--- src/verilog/frontend_pkg.sv ---
// Common widths, bus types, register map and code conversion, referenced as frontend_pkg::name
package frontend_pkg;

  ////////////////////
  // Widths
  ////////////////////

  localparam int SMP_W     = 14;  // Sample and DAC code
  localparam int ADC_RAW_W = 16;  // Raw ADC word, low 2 bits reserved
  localparam int CFG_AW    = 3;   // Register address
  localparam int CFG_DW    = 32;  // Register data

  ////////////////////
  // Data and bus types
  ////////////////////

  typedef struct packed {
    logic [ADC_RAW_W-1:0] ch_b;
    logic [ADC_RAW_W-1:0] ch_a;
  } adc_raw_pair_t;

  typedef struct packed {
    logic signed [SMP_W-1:0] ch_b;
    logic signed [SMP_W-1:0] ch_a;
  } sample_pair_t;

  typedef struct packed {
    logic [SMP_W-1:0] ch_b;  // Negative slope, unsigned
    logic [SMP_W-1:0] ch_a;
  } dac_code_pair_t;

  typedef struct packed {
    logic              wr;     // One-cycle write strobe
    logic              rd;     // One-cycle read strobe
    logic [CFG_AW-1:0] addr;
    logic [CFG_DW-1:0] wdata;
  } cfg_req_t;

  typedef struct packed {
    logic              ack;    // Pulses the cycle after an access
    logic [CFG_DW-1:0] rdata;
  } cfg_rsp_t;

  // Bit order as seen in REG_CFG
  typedef struct packed {
    logic trig_src_gen;  // Bit 2, generator trigger on n[0]
    logic trig_out_en;   // Bit 1, n[0] is trigger output
    logic digital_loop;  // Bit 0, DAC values into ADC path
  } fe_cfg_t;

  ////////////////////
  // Register map
  ////////////////////

  localparam logic [CFG_AW-1:0] REG_CFG       = 3'd0;
  localparam logic [CFG_AW-1:0] REG_P_DIR     = 3'd1;
  localparam logic [CFG_AW-1:0] REG_N_DIR     = 3'd2;
  localparam logic [CFG_AW-1:0] REG_P_OUT     = 3'd3;
  localparam logic [CFG_AW-1:0] REG_N_OUT     = 3'd4;
  localparam logic [CFG_AW-1:0] REG_P_IN      = 3'd5;  // Read only
  localparam logic [CFG_AW-1:0] REG_N_IN      = 3'd6;  // Read only
  localparam logic [CFG_AW-1:0] REG_LOCK_LOSS = 3'd7;  // Write clears

  // Negative slope conversion, same in both directions
  function automatic logic [SMP_W-1:0] neg_slope(input logic [SMP_W-1:0] val);
    return {val[SMP_W-1], ~val[SMP_W-2:0]};
  endfunction

endpackage

--- src/verilog/frontend_regs.sv ---
// Configuration register bank of the front end, with expansion pin registers and PLL lock-loss count
`timescale 1ns/1ps

module frontend_regs #(
  parameter int EXP_W = 8  // Expansion connector width
) (
  input  logic                   adc_clk,
  input  logic                   rst_i,
  input  frontend_pkg::cfg_req_t req_i,
  output frontend_pkg::cfg_rsp_t rsp_o,
  input  logic                   pll_locked_i,
  input  logic [EXP_W-1:0]       exp_p_in_i,   // Raw pin levels
  input  logic [EXP_W-1:0]       exp_n_in_i,
  output frontend_pkg::fe_cfg_t  cfg_o,
  output logic [EXP_W-1:0]       exp_p_dir_o,  // 1 = output
  output logic [EXP_W-1:0]       exp_n_dir_o,
  output logic [EXP_W-1:0]       exp_p_out_o,
  output logic [EXP_W-1:0]       exp_n_out_o
);

  localparam int CFG_BITS = $bits(frontend_pkg::fe_cfg_t);
  localparam int DW       = frontend_pkg::CFG_DW;

  logic [DW-1:0] lock_loss_cnt;  // Unlocked cycles
  logic [DW-1:0] rd_data;        // Read mux
  logic [DW-1:0] rdata_q;
  logic          ack_q;
  logic          clr_lock_loss;

  assign clr_lock_loss = req_i.wr && (req_i.addr == frontend_pkg::REG_LOCK_LOSS);

  ////////////////////
  // Register writes
  ////////////////////

  always_ff @(posedge adc_clk) begin
    if (rst_i) begin
      cfg_o       <= '0;
      exp_p_dir_o <= '0;  // All pins inputs
      exp_n_dir_o <= '0;
      exp_p_out_o <= '0;
      exp_n_out_o <= '0;
    end else if (req_i.wr) begin
      case (req_i.addr)
        frontend_pkg::REG_CFG:   cfg_o <= frontend_pkg::fe_cfg_t'(req_i.wdata[CFG_BITS-1:0]);
        frontend_pkg::REG_P_DIR: exp_p_dir_o <= req_i.wdata[EXP_W-1:0];
        frontend_pkg::REG_N_DIR: exp_n_dir_o <= req_i.wdata[EXP_W-1:0];
        frontend_pkg::REG_P_OUT: exp_p_out_o <= req_i.wdata[EXP_W-1:0];
        frontend_pkg::REG_N_OUT: exp_n_out_o <= req_i.wdata[EXP_W-1:0];
        default: ;  // Read-only, counter clear handled below
      endcase
    end
  end

  // Lock-loss counter, a write clears it
  always_ff @(posedge adc_clk) begin
    if (rst_i) begin
      lock_loss_cnt <= '0;
    end else if (clr_lock_loss) begin
      lock_loss_cnt <= '0;
    end else if (!pll_locked_i) begin
      lock_loss_cnt <= lock_loss_cnt + 1'b1;
    end
  end

  ////////////////////
  // Read back
  ////////////////////

  always_comb begin
    rd_data = '0;  // Unmapped bits read zero
    case (req_i.addr)
      frontend_pkg::REG_CFG:       rd_data[CFG_BITS-1:0] = cfg_o;
      frontend_pkg::REG_P_DIR:     rd_data[EXP_W-1:0]    = exp_p_dir_o;
      frontend_pkg::REG_N_DIR:     rd_data[EXP_W-1:0]    = exp_n_dir_o;
      frontend_pkg::REG_P_OUT:     rd_data[EXP_W-1:0]    = exp_p_out_o;
      frontend_pkg::REG_N_OUT:     rd_data[EXP_W-1:0]    = exp_n_out_o;
      frontend_pkg::REG_P_IN:      rd_data[EXP_W-1:0]    = exp_p_in_i;  // Pins in read cycle
      frontend_pkg::REG_N_IN:      rd_data[EXP_W-1:0]    = exp_n_in_i;
      frontend_pkg::REG_LOCK_LOSS: rd_data               = lock_loss_cnt;
      default: ;
    endcase
  end

  always_ff @(posedge adc_clk) begin
    if (rst_i)
      ack_q <= 1'b0;
    else
      ack_q <= req_i.wr | req_i.rd;  // Never stalls
  end

  always_ff @(posedge adc_clk) begin
    if (req_i.rd)
      rdata_q <= rd_data;
  end

  assign rsp_o.ack   = ack_q;
  assign rsp_o.rdata = rdata_q;

endmodule

--- src/verilog/adc_format.sv ---
// ADC input stage, turns raw negative-slope words into signed samples or selects DAC loopback
`timescale 1ns/1ps

module adc_format (
  input  logic                        adc_clk,
  input  logic                        rst_i,
  input  frontend_pkg::adc_raw_pair_t adc_raw_i,  // Raw 16-bit words
  input  frontend_pkg::sample_pair_t  mix_i,      // Saturated DAC sums
  input  logic                        loop_i,     // Digital loopback
  output frontend_pkg::sample_pair_t  adc_dat_o
);

  localparam int SMP_W = frontend_pkg::SMP_W;
  localparam int RAW_W = frontend_pkg::ADC_RAW_W;

  logic [SMP_W-1:0]           raw_a;  // Top 14 bits only
  logic [SMP_W-1:0]           raw_b;
  frontend_pkg::sample_pair_t adc_smp;

  ////////////////////
  // Decode
  ////////////////////

  // Low two bits are reserved
  assign raw_a = adc_raw_i.ch_a[RAW_W-1 -: SMP_W];
  assign raw_b = adc_raw_i.ch_b[RAW_W-1 -: SMP_W];

  // Offset binary with negative slope to two's complement
  assign adc_smp.ch_a = frontend_pkg::neg_slope(raw_a);
  assign adc_smp.ch_b = frontend_pkg::neg_slope(raw_b);

  ////////////////////
  // Output register
  ////////////////////

  always_ff @(posedge adc_clk) begin
    if (rst_i)
      adc_dat_o <= '0;
    else if (loop_i)
      adc_dat_o <= mix_i;  // ADC input ignored
    else
      adc_dat_o <= adc_smp;
  end

endmodule

--- src/verilog/dac_mix.sv ---
// DAC output stage, sums generator and controller samples, saturates and registers DAC codes
`timescale 1ns/1ps

module dac_mix (
  input  logic                         adc_clk,
  input  logic                         rst_i,
  input  frontend_pkg::sample_pair_t   gen_dat_i,  // Generator
  input  frontend_pkg::sample_pair_t   ctl_dat_i,  // Controller
  output frontend_pkg::sample_pair_t   mix_o,      // Saturated sums, combinational
  output frontend_pkg::dac_code_pair_t dac_dat_o   // Registered codes
);

  localparam int SMP_W = frontend_pkg::SMP_W;
  localparam int SUM_W = SMP_W + 1;  // One guard bit

  // Code of a zero sample
  localparam logic [SMP_W-1:0] ZERO_CODE = {1'b0, {(SMP_W-1){1'b1}}};

  logic [SUM_W-1:0] sum_a;
  logic [SUM_W-1:0] sum_b;

  // Clip to the 14-bit range when the two top bits disagree
  function automatic logic [SMP_W-1:0] sat(input logic [SUM_W-1:0] sum);
    if (sum[SUM_W-1] != sum[SUM_W-2])
      return {sum[SUM_W-1], {(SMP_W-1){~sum[SUM_W-1]}}};
    return sum[SMP_W-1:0];
  endfunction

  ////////////////////
  // Sum and saturate
  ////////////////////

  // Sign extend before adding
  assign sum_a = {gen_dat_i.ch_a[SMP_W-1], gen_dat_i.ch_a}
               + {ctl_dat_i.ch_a[SMP_W-1], ctl_dat_i.ch_a};
  assign sum_b = {gen_dat_i.ch_b[SMP_W-1], gen_dat_i.ch_b}
               + {ctl_dat_i.ch_b[SMP_W-1], ctl_dat_i.ch_b};

  assign mix_o.ch_a = sat(sum_a);
  assign mix_o.ch_b = sat(sum_b);

  ////////////////////
  // DAC code register
  ////////////////////

  always_ff @(posedge adc_clk) begin
    if (rst_i) begin
      dac_dat_o.ch_a <= ZERO_CODE;  // Mid scale
      dac_dat_o.ch_b <= ZERO_CODE;
    end else begin
      dac_dat_o.ch_a <= frontend_pkg::neg_slope(mix_o.ch_a);
      dac_dat_o.ch_b <= frontend_pkg::neg_slope(mix_o.ch_b);
    end
  end

endmodule

--- src/verilog/exp_pin_mux.sv ---
// Expansion connector logic, pin overrides for the trigger output and external trigger synchronizer
`timescale 1ns/1ps

module exp_pin_mux #(
  parameter int EXP_W = 8  // Expansion connector width
) (
  input  logic                  adc_clk,
  input  logic                  rst_i,
  input  frontend_pkg::fe_cfg_t cfg_i,
  input  logic [EXP_W-1:0]      p_dir_i,       // From register bank
  input  logic [EXP_W-1:0]      n_dir_i,
  input  logic [EXP_W-1:0]      p_out_i,
  input  logic [EXP_W-1:0]      n_out_i,
  input  logic [EXP_W-1:0]      p_pin_i,       // Pin levels
  input  logic [EXP_W-1:0]      n_pin_i,
  input  logic                  scope_trig_i,
  input  logic                  gen_trig_i,
  output logic [EXP_W-1:0]      p_pin_o,
  output logic [EXP_W-1:0]      n_pin_o,
  output logic [EXP_W-1:0]      p_oe_o,        // 1 = drive pin
  output logic [EXP_W-1:0]      n_oe_o,
  output logic [EXP_W-1:0]      p_in_o,        // Raw levels for read back
  output logic [EXP_W-1:0]      n_in_o,
  output logic                  trig_ext_o     // Synchronized p[0]
);

  logic             trig_sel;   // Trigger routed to n[0]
  logic [EXP_W-1:0] n_alt;      // Pins taken by alternate function
  logic [1:0]       trig_sync;

  assign trig_sel = cfg_i.trig_src_gen ? gen_trig_i : scope_trig_i;
  assign n_alt    = {{(EXP_W-1){1'b0}}, cfg_i.trig_out_en};  // Only n[0] has one

  ////////////////////
  // Pin drive
  ////////////////////

  assign p_pin_o = p_out_i;
  assign p_oe_o  = p_dir_i;

  // Alternate function overrides data and forces output
  assign n_pin_o = (n_out_i & ~n_alt) | ({EXP_W{trig_sel}} & n_alt);
  assign n_oe_o  = n_dir_i | n_alt;

  assign p_in_o = p_pin_i;
  assign n_in_o = n_pin_i;

  ////////////////////
  // External trigger
  ////////////////////

  // Two flops, p[0] is asynchronous
  always_ff @(posedge adc_clk) begin
    if (rst_i)
      trig_sync <= '0;
    else
      trig_sync <= {trig_sync[0], p_pin_i[0]};
  end

  assign trig_ext_o = trig_sync[1];

endmodule

--- src/verilog/frontend_top.sv ---
// Top level of the two-channel analog front end, connects register bank, ADC, DAC and pin logic
`timescale 1ns/1ps

module frontend_top #(
  parameter int EXP_W = 8  // Expansion connector width, 8 or 11
) (
  input  logic                         adc_clk,
  input  logic                         rst_i,
  // ADC and DAC data
  input  frontend_pkg::adc_raw_pair_t  adc_dat_i,
  input  frontend_pkg::sample_pair_t   gen_dat_i,     // Generator samples
  input  frontend_pkg::sample_pair_t   ctl_dat_i,     // Controller samples
  output frontend_pkg::sample_pair_t   adc_dat_o,
  output frontend_pkg::dac_code_pair_t dac_dat_o,
  // Triggers and status
  input  logic                         scope_trig_i,
  input  logic                         gen_trig_i,
  input  logic                         pll_locked_i,
  output logic                         trig_ext_o,
  // Register bus
  input  frontend_pkg::cfg_req_t       cfg_req_i,
  output frontend_pkg::cfg_rsp_t       cfg_rsp_o,
  // Expansion connector
  input  logic [EXP_W-1:0]             exp_p_i,
  input  logic [EXP_W-1:0]             exp_n_i,
  output logic [EXP_W-1:0]             exp_p_o,
  output logic [EXP_W-1:0]             exp_n_o,
  output logic [EXP_W-1:0]             exp_p_oe_o,
  output logic [EXP_W-1:0]             exp_n_oe_o
);

  frontend_pkg::fe_cfg_t      cfg;
  frontend_pkg::sample_pair_t mix;  // Saturated sums for loopback
  logic [EXP_W-1:0]           p_dir;
  logic [EXP_W-1:0]           n_dir;
  logic [EXP_W-1:0]           p_out;
  logic [EXP_W-1:0]           n_out;
  logic [EXP_W-1:0]           p_in;
  logic [EXP_W-1:0]           n_in;

  ////////////////////
  // Control
  ////////////////////

  frontend_regs #(.EXP_W(EXP_W)) i_regs (
    .adc_clk      (adc_clk),
    .rst_i        (rst_i),
    .req_i        (cfg_req_i),
    .rsp_o        (cfg_rsp_o),
    .pll_locked_i (pll_locked_i),
    .exp_p_in_i   (p_in),
    .exp_n_in_i   (n_in),
    .cfg_o        (cfg),
    .exp_p_dir_o  (p_dir),
    .exp_n_dir_o  (n_dir),
    .exp_p_out_o  (p_out),
    .exp_n_out_o  (n_out)
  );

  ////////////////////
  // Sample paths
  ////////////////////

  adc_format i_adc_format (
    .adc_clk   (adc_clk),
    .rst_i     (rst_i),
    .adc_raw_i (adc_dat_i),
    .mix_i     (mix),
    .loop_i    (cfg.digital_loop),
    .adc_dat_o (adc_dat_o)
  );

  dac_mix i_dac_mix (
    .adc_clk   (adc_clk),
    .rst_i     (rst_i),
    .gen_dat_i (gen_dat_i),
    .ctl_dat_i (ctl_dat_i),
    .mix_o     (mix),
    .dac_dat_o (dac_dat_o)
  );

  ////////////////////
  // Expansion pins
  ////////////////////

  exp_pin_mux #(.EXP_W(EXP_W)) i_exp_pin_mux (
    .adc_clk      (adc_clk),
    .rst_i        (rst_i),
    .cfg_i        (cfg),
    .p_dir_i      (p_dir),
    .n_dir_i      (n_dir),
    .p_out_i      (p_out),
    .n_out_i      (n_out),
    .p_pin_i      (exp_p_i),
    .n_pin_i      (exp_n_i),
    .scope_trig_i (scope_trig_i),
    .gen_trig_i   (gen_trig_i),
    .p_pin_o      (exp_p_o),
    .n_pin_o      (exp_n_o),
    .p_oe_o       (exp_p_oe_o),
    .n_oe_o       (exp_n_oe_o),
    .p_in_o       (p_in),   // Back to register bank
    .n_in_o       (n_in),
    .trig_ext_o   (trig_ext_o)
  );

endmodule

--- config.mk ---
export PLATFORM = sky130hd
export DESIGN_NAME = frontend_top
export DESIGN_NICKNAME = d
export VERILOG_FILES = /design/src/verilog/frontend_pkg.sv /design/src/verilog/frontend_regs.sv /design/src/verilog/adc_format.sv /design/src/verilog/dac_mix.sv /design/src/verilog/exp_pin_mux.sv /design/src/verilog/frontend_top.sv
export SDC_FILE = /design/constraint.sdc
export NUM_CORES = 1
export LEC_CHECK = 0
export BUFFER_PORTS_ARGS = -buffer_cell sky130_fd_sc_hd__buf_2
export CORE_MARGIN = 5
export CORE_UTILIZATION = 40
export CTS_CLUSTER_DIAMETER = 100
export DETAILED_ROUTE_END_ITERATION = 8
export GPL_ROUTABILITY_DRIVEN = 0
export GPL_TIMING_DRIVEN = 0
export PLACE_DENSITY = 0.68
export SETUP_SLACK_MARGIN = 0.15
export SYNTH_ARGS = -nofsm -noshare
export SYNTH_HDL_FRONTEND = slang
export SYNTH_SLANG_ARGS = --single-unit
--- constraint.sdc ---
create_clock -name adc_clk -period 3.2 [get_ports adc_clk]
set_input_delay 0.48 -clock adc_clk [delete_from_list [all_inputs] [get_ports adc_clk]]
set_output_delay 0.48 -clock adc_clk [all_outputs]
set_load 0.05 [all_outputs]
; ---- Word level (Yosys, flattened, before mapping)
; Index checks and enable logic that the tools add are counted.
; Widths: inputs -> output; s select.
[word_totals]
regBits = 158
in_bits = 146
output_inout_bits = 122
elab_cells = 58
[classes]
addsub = 3
n_eq_ne = 9
mux = 10
bitwise_logic = 12
n_reduce_logical = 8
[op_table]
columns = operator, n
row1 = $mux 14, 4
row2 = $not 13->13, 4
row3 = $pmux 5 s7, 1
row4 = $add 32x1->32 const B, 1
row5 = $add 14x14->15, 2
row6 = $mux 28, 1
row7 = $pmux 3 s8, 1
row8 = $eq 3x3->1 const B, 4
row9 = $reduce_and 2->1, 5
row10 = $and 8x1->8, 1
row11 = $and 8x8->8, 1
row12 = $not 1->8, 1
row13 = $or 8x1->8, 1
row14 = $or 8x8->8, 1
row15 = $eq 3x2->1 const B, 2
row16 = $eq 3x1->1 const B, 1
row17 = $logic_not 3->1, 1
row18 = $mux 1, 3
row19 = $ne 1x1->1, 2
row20 = $not 1->1, 2
row21 = $reduce_or 2->1, 1
row22 = $logic_and 1x1->1, 1
row23 = $or 1x1->1, 1

; ---- Depth between registers and ports, before layout
[depth]
word_depth = 5
mapped_depth = 10
depth_no_buf = 9

; ---- Modules after synthesis
; From an unflattened synthesis, not the netlist that was laid out.
[unflattened]
hier_cells = 922
area_unflattened_um2 = 8356.8
[modules_own_cells]
columns = module, n_inst, cells_per_inst, area_per_inst_um2, seq_area_each_um2
row1 = frontend_regs, 1, 457, 4530.6, 2322.2
row2 = dac_mix, 1, 293, 2373.5, 560.5
row3 = adc_format, 1, 118, 1029.7, 560.5
row4 = exp_pin_mux, 1, 54, 422.9, 40.0

; ---- Worst setup path after synthesis
; Ideal clock, no wire load.
[synth_timing]
path_kind = input to register
start = input port gen_dat_i[0] (netlist bit)
end = register i_dac_mix.dac_dat_o[12] (netlist name)
t_arrival_ns = 2.830
required_ns = 3.080
slack_ns = 0.250
path_stages = 9
path_buffers = 0
cell_sequence = ha_1 > fa_1 > a21oi_2 > o22ai_2 > o41ai_4 > or4b_1 > o311a_1 > maj3_2 > or2_1
[synth_between]
elab_chain_cells = 5
word_cells_on_any_way = 7
[synth_lines]
columns = item, line
row1 = start: declaration, frontend_top.sv:11  ; input frontend_pkg::sample_pair_t gen_dat_i,
row2 = $add 14x14->15 *, dac_mix.sv:35  ; + {ctl_dat_i.ch_a[SMP_W-1], ctl_dat_i.ch_a};
row3 = $ne 1x1->1 / $not 1->1 (equally long branches), "dac_mix.sv:24, dac_mix.sv:25"
row4 = $mux 1 / $mux 14 (equally long branches), dac_mix.sv:24  ; if (sum[SUM_W-1] != sum[SUM_W-2])
row5 = $mux 14 *, dac_mix.sv:26  ; return sum[SMP_W-1:0];
row6 = $not 13->13 *, frontend_pkg.sv:66  ; return {val[SMP_W-1], ~val[SMP_W-2:0]};
; Every way passes the cells marked *; elsewhere a longest branch is shown, timed or not. The select of a mux whose other input is x is not followed.
; A chain may end at the register's enable or synchronous reset.

; ---- Worst setup path in the final report
[layout_timing]
start = input port gen_dat_i[0] (netlist bit)
end = register i_dac_mix.dac_dat_o[12] (netlist name)
[layout_between]
elab_chain_cells = 5
word_cells_on_any_way = 7
[layout_lines]
columns = item, line
row1 = $add 14x14->15 *, dac_mix.sv:35
row2 = $ne 1x1->1 / $not 1->1 (equally long branches), "dac_mix.sv:24, dac_mix.sv:25"
row3 = $mux 1 / $mux 14 (equally long branches), dac_mix.sv:24
row4 = $mux 14 *, dac_mix.sv:26
row5 = $not 13->13 *, frontend_pkg.sv:66
; Marks and branches as above.

==> flow_summary.yaml <==
logic_synthesis:
  syn_area_per_cell_sq_um: 9.60
  yosys.area.top_type: "dfxtp_1"
  synth-seq-area-share_pct: 44.9
  ys.warnings.count: 0
  syn-cell-area_sq_um: 7760
  synthFlopType: "dfxtp_1"
  ys_ff_latch: 158
  ys_top_cells_by_area: "dfxtp_1 32%, edfxtp_1 12%, ha_1 4.7%"
  async_flop_share_pct: 0
  yosys.area.top_type_share_pct: 32.5
  synth_nets: 986
  synthCells: 809
  synth_edf_count: 32
  synth_cell_types: 71
detailed_routing:
  drt-initial-drc-count: 340
  routed_via_density: 5.09
  routedWlPerCell_microns: 16.6
  wirelength_microns: 22300
  vias: 6846
  drc_errors: 0
  antenna_left: 0
  drtPass1Iterations: 6
min_path:
  hp-class: "in -> reg"
timing:
  setup_slack_ps: 329
  fmax_ghz: 0.348
  worst_pin_slew_ps: 1060
  fin_worst_skew_ps: 8.85
  slew_headroom_pct: 29.2
  period_share_pct: 89.7
  rsz0062_at_grt: "false"
  slew_violations: 0
  hold_viol: 0
  period_needed_ps: 2870
  finalSetupViolCount: 0
final_layout:
  multi_input_area_sq_um: 3980
  fin_area_sq_um: 9880
  seq_area_sq_um: 3480
  finalNonFillerCells: 1346
  fin_util_pct: 51.3
  syn_to_final_growth_pct: 27.2
  drive_above_1_share_pct: 30.9
  layout.nets: 1243
  fill_cells: 1862
critical_path:
  path_cells: "buf_2 > ha_1 > fa_1 > a21oi_2 > o22ai_2 > o41ai_4 > or4b_1 > o311a_1 > maj3_2 > or2_1"
  worstPathRequired_ps: 3510
  cp-end-kind: "flop"
  cp_max_fo: 4
  r2r-end: "i_regs.lock_loss_cnt[23]$_SDFFE_PP0N_"
  arrival_ps: 3180
  slowest_delay_ps: 480
  crit_path_start_kind: "primary input"
  rrSetupSlack_ps: 960
  cp-endpoint: "i_dac_mix.dac_dat_o[12]$_SDFF_PP1_"
  startpoint: "gen_dat_i[0]"
  ff2ff_path_depth: 8
  rr_startpoint: "i_regs.lock_loss_cnt[4]$_SDFFE_PP0N_"
  timing_worst_setup_path_type: "in -> reg"
  cpMaxStageDelayCell: "or4b_1"
floorplan:
  start_util_pct: 40.3
  die_h_microns: 149
  core_sq_um: 19300
  ioPinCount: 268
  fp-row-count: 51
  fp.dieArea_sq_um: 22300
  die_x_microns: 149
global_route:
  grt_use_total_pct: 20.0
  grt_pass1_wl_microns: 34800
  grt_overflow: 0
  antenna_found_initial: 4
  grt_max_degree: 34
  grt_pass1_vias: 6714
placement:
  port-buffer-count: 238
  place_ws_ps: -195
  placed_area_sq_um: 9290
  placed_cells: 1312
  hpwlAfterDp_microns: 17100
cts:
  clock-sinks: 158
  cts_tree: "built"
  holdBufCountCts: 0
  cts_buffers: 17
  htreeDepth: 4
  clk_path_buf_depth: 2
  cts_setup_buffers: 0
  clkTransAtPathRegs_ps: 70
  clk_latency_ps: 430
  clockRootBuffer: "clkbuf_16"
outcome:
  status: "finished, final reports clean"
power_and_ir_drop:
  ir_worst_vdd_uv: 356
  powerDensity_nw_per_um2: 558
  cellLeakagePower_uw: 0.00430
flow_run:
  max_cap_violations: 0
-- metal layers --
metal  GRT usage [%]  vias up  wire length [microns]
met1            24.9     3179                   9520
met2            32.9      247                  10600
met5               0        -                     27
met3            6.23       32                   1750
met4            6.59        4                    379
li1                -     3384                      -
-- cell families after synthesis --
group,Yosys count,share of synthesized area [%]
mux,39,6.07
compound gates,192,16.6
flops,158,44.9
fa+ha+maj,42,6.70
buf+inv,63,3.96
simple gates,273,17.1
xor+xnor,42,4.74
-- stage by stage --
stage | TNS (ps) | total power (uW) | hold slack, ps
5_1_grt | 0 | 5770 | 252
6_report | 0 | 5520 | 260
3_5_place_dp | -1810 | 3540 | 435
3_3_place_gp | -2270 | 3530 | 431
4_1_cts | 0 | 5560 | 244
2_1_floorplan | 0 | 3180 | 414
-- what timing repair did --
item	CTS	global route
gates resized for setup	0	1
hold endpoints to repair	0	0
setup endpoints to repair	0	8
-- worst min path at each step --
| stage | startpoint | end | slack, ps | depth (start not counted) |
|---|---|---|---|---|
| after CTS | adc_dat_i[19] | i_adc_format.adc_dat_o[15]$_SDFF_PP0_ | 240 | 2 |
| final | adc_dat_i[19] | i_adc_format.adc_dat_o[15]$_SDFF_PP0_ | 260 | 2 |
| after global placement | i_exp_pin_mux.trig_sync[0]$_SDFF_PP0_ | i_exp_pin_mux.trig_sync[1]$_SDFF_PP0_ | 430 | 1 |
| after global routing | adc_dat_i[25] | i_adc_format.adc_dat_o[21]$_SDFF_PP0_ | 250 | 2 |
| after detailed placement | i_exp_pin_mux.trig_sync[0]$_SDFF_PP0_ | i_exp_pin_mux.trig_sync[1]$_SDFF_PP0_ | 440 | 1 |
| after floorplan | i_exp_pin_mux.trig_sync[0]$_SDFF_PP0_ | i_exp_pin_mux.trig_sync[1]$_SDFF_PP0_ | 410 | 1 |
-- state kept, by name, summed over array words and instances (netlist names) --
signal                   flops
i_exp_pin_mux.trig_sync      2
i_regs.ack_q                 1
i_regs.cfg_o                 3
i_adc_format.adc_dat_o      28
i_regs.rdata_q              32
i_dac_mix.dac_dat_o         28
i_regs.exp_p_dir_o           8
i_regs.exp_n_out_o           8
i_regs.exp_n_dir_o           8
i_regs.lock_loss_cnt        32
i_regs.exp_p_out_o           8
-- cell usage after synthesis, types with 3 or more instances --
master / n
a211o_1: 3
a211oi_1: 3
a21boi_0: 4
a21o_1: 27
a21oi_1: 71
a221oi_1: 5
a31oi_1: 6
and2_1: 26
and3_1: 14
buf_1: 3
buf_2: 3
buf_4: 16
clkbuf_1: 28
dfxtp_1: 126
edfxtp_1: 32
ha_1: 29
inv_1: 11
maj3_1: 5
maj3_2: 6
mux2_2: 5
mux2i_1: 28
mux4_2: 6
nand2_1: 64
nand3_1: 13
nor2_1: 90
nor2b_1: 7
nor3_1: 11
nor3_2: 4
nor4_1: 4
o211ai_1: 3
o21a_1: 7
o21ai_0: 30
o21bai_1: 4
o31a_1: 3
o32ai_1: 5
or2_1: 7
or2_2: 14
or3_1: 7
xnor2_1: 15
xor2_1: 27
-- placed cells by master (no fill, tap or decap), types with 16 or more instances in the layout --
cell       netlist  routed
dfxtp_1        126     126
buf_2            3     241
mux2i_1         28      28
xor2_1          27      27
ha_1            29      29
clkbuf_16        0      19
a21oi_1         71      71
edfxtp_1        32      32
nand2_1         64      64
buf_4           16      16
a21o_1          27      27
clkbuf_1        28      29
and2_1          26      26
o21ai_0         30      30
nor2_1          90      89
-- area by class of cell --
class                           instances  share of cell area (%)
Clock inverter                         11                   0.925
Sequential cell                       158                    35.3
Clock buffer                           21                    4.99
Inverter                               12                   0.456
Tap cell                              265                    3.36
Antenna cell                            2                  0.0507
Buffer                                 51                    2.66
Multi-Input combinational cell        588                    40.2
Timing Repair Buffer                  238                    12.1
-- worst max-delay path, delay by kind of cell --
family / cells / cell delay, ps
compound gates: 4 / 940
fa+ha+maj: 3 / 980
buf+inv: 1 / 100
simple gates: 2 / 690
-- where the power goes --
part	switching [uW]	internal [uW]	total [uW]
combinational	897	414	1310
clock	889	1130	2020
sequential	38.3	2150	2190
No activity file was read; power rests on OpenSTA's default activity.
